### src/verilog/datapath_pkg.sv
package datapath_pkg;

    localparam int unsigned data_w    = 32;
    localparam int unsigned reg_idx_w = 4;
    localparam int unsigned nregs     = 1 << reg_idx_w;

    typedef logic [data_w-1:0]    word_t;
    typedef logic [reg_idx_w-1:0] reg_idx_t;
    typedef logic [31:0]          pc_t;

    // writeback beat
    typedef struct packed {
        reg_idx_t rd;
        word_t    data;
    } wb_t;

    typedef struct packed {
        word_t result;        // also carries the branch target
        logic  wr_en;
        logic  flag_en;
        logic  flag_next;
        logic  take_branch;
    } alu_out_t;

endpackage

### src/verilog/isa_pkg.sv
package isa_pkg;

    // branch target register
    localparam int unsigned link_reg = 8;

    typedef enum logic [5:0] {
        op_add     = 6'd0,
        op_sub     = 6'd1,
        op_shl     = 6'd2,   // fills with ones
        op_shr     = 6'd3,   // fills with ones
        op_mov     = 6'd4,
        op_ldh     = 6'd5,
        op_ldh_alt = 6'd6,
        op_mov_alt = 6'd7,
        op_ceq     = 6'd8,
        op_clt     = 6'd9,
        op_cgt     = 6'd10,
        op_fnot    = 6'd11,
        op_jmp     = 6'd14,
        op_jf      = 6'd15
    } opcode_t;

    // register form
    typedef struct packed {
        opcode_t     opcode;
        logic [3:0]  rd;
        logic [3:0]  ra;
        logic [3:0]  rb;
        logic [13:0] unused;
    } instr_reg_t;

    // immediate form, rd and ra in the same place as above
    typedef struct packed {
        opcode_t     opcode;
        logic [3:0]  rd;
        logic [3:0]  ra;
        logic        highlow;   // 1 = upper half
        logic        pad;
        logic [15:0] imm;
    } instr_imm_t;

    typedef union packed {
        instr_reg_t r;
        instr_imm_t i;
    } instr_u;

endpackage

### src/verilog/alu.sv
`timescale 1ns/1ps

module alu
    import isa_pkg::*;
    import datapath_pkg::*;
(
    input  instr_u   instr,
    input  word_t    a,
    input  word_t    b,
    input  word_t    link,
    input  logic     flag,
    output alu_out_t alu_out
);

    opcode_t    op;
    logic [4:0] shamt;
    word_t      half_load;

    assign op    = instr.r.opcode;
    assign shamt = b[4:0];   // only low five bits count

    // replace one half of a with the immediate
    assign half_load = instr.i.highlow ? {instr.i.imm, a[data_w/2-1:0]}
                                       : {a[data_w-1:data_w/2], instr.i.imm};

    always_comb
    begin
        alu_out = '0;
        case (op)
            op_add:
            begin
                alu_out.result = a + b;
                alu_out.wr_en  = 1'b1;
            end
            op_sub:
            begin
                alu_out.result = a - b;
                alu_out.wr_en  = 1'b1;
            end
            op_shl:
            begin
                alu_out.result = ~(~a << shamt);   // ones shifted in
                alu_out.wr_en  = 1'b1;
            end
            op_shr:
            begin
                alu_out.result = ~(~a >> shamt);
                alu_out.wr_en  = 1'b1;
            end
            op_mov, op_mov_alt:
            begin
                alu_out.result = a;
                alu_out.wr_en  = 1'b1;
            end
            op_ldh, op_ldh_alt:
            begin
                alu_out.result = half_load;
                alu_out.wr_en  = 1'b1;
            end
            op_ceq:
            begin
                alu_out.flag_en   = 1'b1;
                alu_out.flag_next = (a == b);
            end
            op_clt:
            begin
                alu_out.flag_en   = 1'b1;
                alu_out.flag_next = (a < b);   // unsigned
            end
            op_cgt:
            begin
                alu_out.flag_en   = 1'b1;
                alu_out.flag_next = (a > b);
            end
            op_fnot:
            begin
                alu_out.flag_en   = 1'b1;
                alu_out.flag_next = ~flag;
            end
            op_jmp:
            begin
                alu_out.result      = link;
                alu_out.take_branch = 1'b1;
            end
            op_jf:
            begin
                alu_out.result      = link;
                alu_out.take_branch = flag;   // else just step
            end
            default:
            begin
                alu_out = '0;   // nop
            end
        endcase
    end

endmodule

### src/verilog/exec_fsm.sv
`timescale 1ns/1ps

module exec_fsm
    import isa_pkg::*;
(
    input  logic   clock,
    input  logic   arst_n,
    input  logic   instr_valid,
    input  instr_u instr,
    input  logic   flag_en,
    input  logic   flag_next,
    output logic   busy,
    output logic   read_en,
    output logic   exec_en,
    output logic   flag,
    output instr_u cur_instr
);

    typedef enum logic [1:0] {
        s_idle,
        s_read,
        s_exec
    } state_t;

    state_t state;
    state_t state_next;
    logic   accept;

    assign accept = instr_valid && (state == s_idle);   // strobes while busy drop

    always_comb
    begin
        state_next = state;
        case (state)
            s_idle:
                if (accept)
                    state_next = s_read;
            s_read:
                state_next = s_exec;
            s_exec:
                state_next = s_idle;
            default:
                state_next = s_idle;
        endcase
    end

    always_ff @(posedge clock or negedge arst_n)
    begin
        if (!arst_n)
            state <= s_idle;
        else
            state <= state_next;
    end

    always_ff @(posedge clock)
    begin
        if (accept)
            cur_instr <= instr;
    end

    // compare flag
    always_ff @(posedge clock or negedge arst_n)
    begin
        if (!arst_n)
            flag <= 1'b0;
        else if (exec_en && flag_en)
            flag <= flag_next;
    end

    assign busy    = (state != s_idle);
    assign read_en = (state == s_read);
    assign exec_en = (state == s_exec);

endmodule

### src/verilog/mini_core.sv
`timescale 1ns/1ps

module mini_core
    import isa_pkg::*;
    import datapath_pkg::*;
(
    input  logic   clock,
    input  logic   arst_n,
    input  logic   instr_valid,
    input  instr_u instr,
    output logic   busy,
    output logic   wb_valid,
    output wb_t    wb,
    output logic   flag,
    output pc_t    pc
);

    logic     read_en;
    logic     exec_en;
    instr_u   cur_instr;
    word_t    rdata_a;
    word_t    rdata_b;
    word_t    link;
    alu_out_t alu_out;
    logic     reg_we;

    assign reg_we = exec_en && alu_out.wr_en;

    exec_fsm i_exec_fsm (
        .clock       (clock),
        .arst_n      (arst_n),
        .instr_valid (instr_valid),
        .instr       (instr),
        .flag_en     (alu_out.flag_en),
        .flag_next   (alu_out.flag_next),
        .busy        (busy),
        .read_en     (read_en),
        .exec_en     (exec_en),
        .flag        (flag),
        .cur_instr   (cur_instr)
    );

    reg_file i_reg_file (
        .clock   (clock),
        .arst_n  (arst_n),
        .read_en (read_en),
        .ra      (cur_instr.r.ra),
        .rb      (cur_instr.r.rb),
        .we      (reg_we),
        .wa      (cur_instr.r.rd),
        .wdata   (alu_out.result),
        .rdata_a (rdata_a),
        .rdata_b (rdata_b),
        .link    (link)
    );

    alu i_alu (
        .instr   (cur_instr),
        .a       (rdata_a),
        .b       (rdata_b),
        .link    (link),
        .flag    (flag),
        .alu_out (alu_out)
    );

    // target is register 8, passed through the alu result
    pc_counter i_pc_counter (
        .clock  (clock),
        .arst_n (arst_n),
        .step   (exec_en),
        .load   (alu_out.take_branch),
        .target (alu_out.result),
        .pc     (pc)
    );

    always_ff @(posedge clock or negedge arst_n)
    begin
        if (!arst_n)
            wb_valid <= 1'b0;
        else
            wb_valid <= reg_we;   // one cycle pulse
    end

    always_ff @(posedge clock)
    begin
        if (reg_we)
            wb <= '{rd: cur_instr.r.rd, data: alu_out.result};
    end

endmodule

### src/verilog/pc_counter.sv
`timescale 1ns/1ps

module pc_counter
    import datapath_pkg::*;
(
    input  logic clock,
    input  logic arst_n,
    input  logic step,     // one pulse per retired instruction
    input  logic load,
    input  pc_t  target,
    output pc_t  pc
);

    pc_t pc_q;

    always_ff @(posedge clock or negedge arst_n)
    begin
        if (!arst_n)
            pc_q <= '0;
        else if (step)
        begin
            if (load)
                pc_q <= target;   // taken branch
            else
                pc_q <= pc_q + 32'd1;
        end
    end

    assign pc = pc_q;

endmodule

### src/verilog/reg_file.sv
`timescale 1ns/1ps

module reg_file
    import isa_pkg::*;
    import datapath_pkg::*;
(
    input  logic     clock,
    input  logic     arst_n,
    input  logic     read_en,
    input  reg_idx_t ra,
    input  reg_idx_t rb,
    input  logic     we,
    input  reg_idx_t wa,
    input  word_t    wdata,
    output word_t    rdata_a,
    output word_t    rdata_b,
    output word_t    link
);

    word_t regs [nregs];

    always_ff @(posedge clock or negedge arst_n)
    begin
        if (!arst_n)
        begin
            for (int i = 0; i < nregs; i++)
                regs[i] <= '0;
        end
        else if (we)
            regs[wa] <= wdata;
    end

    // operand registers, loaded once per instruction
    always_ff @(posedge clock)
    begin
        if (read_en)
        begin
            rdata_a <= regs[ra];
            rdata_b <= regs[rb];
        end
    end

    assign link = regs[link_reg];

endmodule
### config.mk
export PLATFORM = sky130hd
export DESIGN_NAME = mini_core
export DESIGN_NICKNAME = d
export VERILOG_FILES = /design/src/verilog/datapath_pkg.sv /design/src/verilog/isa_pkg.sv /design/src/verilog/alu.sv /design/src/verilog/exec_fsm.sv /design/src/verilog/mini_core.sv /design/src/verilog/pc_counter.sv /design/src/verilog/reg_file.sv
export SDC_FILE = /design/constraint.sdc
export NUM_CORES = 2
export LEC_CHECK = 0
export ABC_CLOCK_PERIOD_IN_PS = 8300
export BUFFER_PORTS_ARGS = -buffer_cell sky130_fd_sc_hd__buf_4
export CORE_AREA = 8 8 420 340
export DETAILED_ROUTE_END_ITERATION = 10
export DIE_AREA = 0 0 428 348
export GPL_TIMING_DRIVEN = 0
export HOLD_SLACK_MARGIN = 0.08
export MAX_ROUTING_LAYER = met4
export PLACE_DENSITY_LB_ADDON = 0.05
export RECOVER_POWER = 25
export SLEW_MARGIN = 20
export SYNTH_ARGS = -nofsm -noshare
export SYNTH_HDL_FRONTEND = slang
export SYNTH_SLANG_ARGS = --single-unit
### constraint.sdc
create_clock -name clock -period 8.3 [get_ports clock]
set_input_delay 1.66 -clock clock [delete_from_list [all_inputs] [get_ports clock]]
set_output_delay 1.66 -clock clock [all_outputs]
set_load 0.1 [all_outputs]
==> out/results.ini <==
[critical_path]
rrSetupSlack_ps=1560
arrival_ps=7390
reg2reg_from=i_reg_file.rdata_b[2]
path_class=flip-flop to flip-flop
critPathRequiredTime_ps=8940
rr_endpoint=i_reg_file.regs[474]
reg2reg_depth=15
crit_path_end_kind=flip-flop
worstSetupStartpointType=flip-flop
worstPathMaxFanout=10

[sta]
holdWs_ps=496
worst_pin_slew_ps=3230
max_freq_mhz=148
hold_violations=0
rsz0062_at_grt=no
setup-violations-final=0
slew-limit-headroom_pct=-115
fin_skew_ps=41.8
fin_crit_sh_pct=81.2
period_needed_ps=6740
slew_viol_final=170

[synth]
ys_async_sr_fraction_pct=80.6
avgSynthCellArea_um2=10.7
netlist_area_mm2=0.0404
synth_cell_type_count=86
yosysSeqAreaShare_pct=43.8
synth-edff-count=132
ys.flop_type=dfrtp_1
yosysWarnings=0
syn-num-nets=3866
synth_seq_cells=680
syn-instance-count=3763

[place]
io_buffer_count=105
gp_congestion=1.01
hpwl_um=157000
dp.cells=5688

[cells_and_area]
drive_gt1_share_pct=19.6
area.growth.synth_to_final_pct=15.5
top_register=i_reg_file.regs
largest_reg_flops=480
reg_top3=i_reg_file.regs: 480 flops, wb: 36 flops
finalNonFillerCells=5846
nets=4077

[route]
vias=34793
drc=0
antenna_left=0
drt_wl_total_um=208000
dr.pass1.iters=5
viasPerCell=5.95
drt-wirelength-per-cell_um=35.6
drtIter0Drc=4007

[grt]
grt_max_degree=88
grtUsageTotal_pct=28.0
antenna_found_initial=23
grt_pass1_vias=33793
overflow=0
grt_pass1_wl_um=288000

[pwr]
cellPowerDensity_mw_per_mm2=204
power.leakage_nw=18.9
power_mw=9.50
vdd_ir_drop_max_mv=0.149

[worst_hold_path]
hold-path-cell-count=2
holdPathEnd=i_reg_file.regs[416]
hp-class=flip-flop to flip-flop
hp-start=i_reg_file.regs[416]

[flow_run]
max_cap_viol_count=6

[floorplanning]
start_util_pct=29.5
io_pins=106
die_area_mm2=0.149
die_width_um=428
rows=122
core-area_mm2=0.137
die_y_um=348

[clock_network]
root_buffer=clkbuf_16
cts_setup_buffers=0
clk_latency_ps=720
holdBufCountCts=0
cts.sinks=680
cts_resized=0
clockBufferDepth=3
cts_buffers=82
path_clk_slew_ps=60
cts-htree-levels=3
cts_tree=done

[run_status]
status=finished with violations
violations=capacitance limit, slew limit

critical path: stages (launching register included):
cell and delay [ps]:
edfxtp_1 540, clkinv_1 300, buf_1 680, clkbuf_1 650
ha_1 450, o21ba_2 270, nor4_1 380, o31ai_1 240
a21oi_1 590, o21ai_0 320, a21oi_1 280, o31ai_1 110
a21oi_1 170, o32a_1 730, buf_2 660, mux2_2 270
cell usage after synthesis (all sizes together) (7+ instances only):
cell type | n | share of area [%]
nand4 | 10 | 0.17
o21bai | 10 | 0.19
and3 | 12 | 0.19
nor2 | 267 | 2.5
o211ai | 19 | 0.37
and2 | 7 | 0.11
nand2 | 587 | 5.5
dfrtp | 548 | 34
o21a | 12 | 0.22
nor4 | 20 | 0.38
mux2 | 55 | 1.5
o211a | 7 | 0.17
o31ai | 17 | 0.32
clkbuf | 250 | 2.3
nor2b | 15 | 0.23
a21oi | 285 | 3.6
a31oi | 18 | 0.29
mux4 | 365 | 20
edfxtp | 132 | 9.8
o22a | 11 | 0.24
inv | 102 | 0.95
nor3 | 33 | 0.41
a211oi | 29 | 0.54
o22ai | 8 | 0.12
ha | 66 | 2.0
mux2i | 84 | 2.1
o21ai | 498 | 6.2
a21o | 16 | 0.30
a221oi | 10 | 0.25
or3 | 12 | 0.19
nor3b | 7 | 0.13
o311ai | 9 | 0.20
nand3 | 37 | 0.46
nand2b | 11 | 0.17
buf | 74 | 0.86
xnor2 | 21 | 0.46
power by group:
group	internal (mW)	total (mW)	switching, mW	leakage [nW]
sequential	3.55	3.76	0.212	8.86
combinational	0.594	1.99	1.39	8.73
clock	2.14	3.75	1.61	1.34
total	6.28	9.50	3.21	18.9
per-layer routing:
layer  GRT usage (%)  vias to the layer above  wire length (µm)
li1                -                    14381                 -
met1            39.3                    18461             94200
met2            41.2                     1612             90700
met3            5.00                      339             15200
met4            9.14                        0              8030
met5               -                        -                 0
cell families (layout without fill, tap and decap cells):
family                   Yosys count  in the layout  synth area share, %
AO/OA/AOI/OAI                   1013           1013                 14.5
other                              0              8                    0
buffers and inverters            429            706                 4.16
flip-flops                       680            680                 43.8
multiplexers                     504            504                 24.0
XOR/XNOR                          27             27                0.586
AND/OR/NAND/NOR                 1042           1042                 10.8
adder cells (fa/ha/maj)           68             68                 2.15
cell type report:
class	instances	area, µm²
timing repair buffer	127	1120
multi-input combinational	2654	21100
inverter	105	397
buffer	324	1340
antenna	8	20.0
sequential	680	17700
tap	1798	2250
clock inverter	24	298
fill	13840	90000
clock buffer	126	2420
how the worst max path moves through the flow:
stage | start | end | slack, ps
floorplan | i_reg_file.rdata_b[3] | wb[30] | 4050
global placement | arst_n | i_exec_fsm.state[0] | -1390
detailed placement | i_reg_file.rdata_b[3] | wb[22] | 1760
CTS | i_reg_file.rdata_b[3] | i_reg_file.regs[378] | 1730
global route | arst_n | i_reg_file.regs[431] | 1220
finish | i_reg_file.rdata_b[2] | i_reg_file.regs[474] | 1560
per-stage QoR:
stage          setup TNS, ps  worst slack, ps  util [%]  area [µm²]
2_1_floorplan              0             4050         -       40400
3_3_place_gp         -683420            -1390      31.8       43400
3_5_place_dp               0             1760      32.2       44000
4_1_cts                    0             1730      34.2       46700
5_1_grt                    0             1220      34.1       46600
6_report                   0             1560      34.1       46600
cell usage in the layout, fill, tap and decap left out, types with 33 or more instances in the layout:
cell type / n
buf_2: 51
mux4_2: 365
nor3_1: 33
edfxtp_1: 132
nor2_1: 266
a21oi_1: 269
clkbuf_1: 257
mux2_2: 54
mux2i_1: 84
nand2_1: 586
clkbuf_16: 84
o21ai_0: 484
buf_4: 73
ha_1: 66
inv_1: 100
dfrtp_1: 548
nand3_1: 37
(Power assumes the default switching activity.)
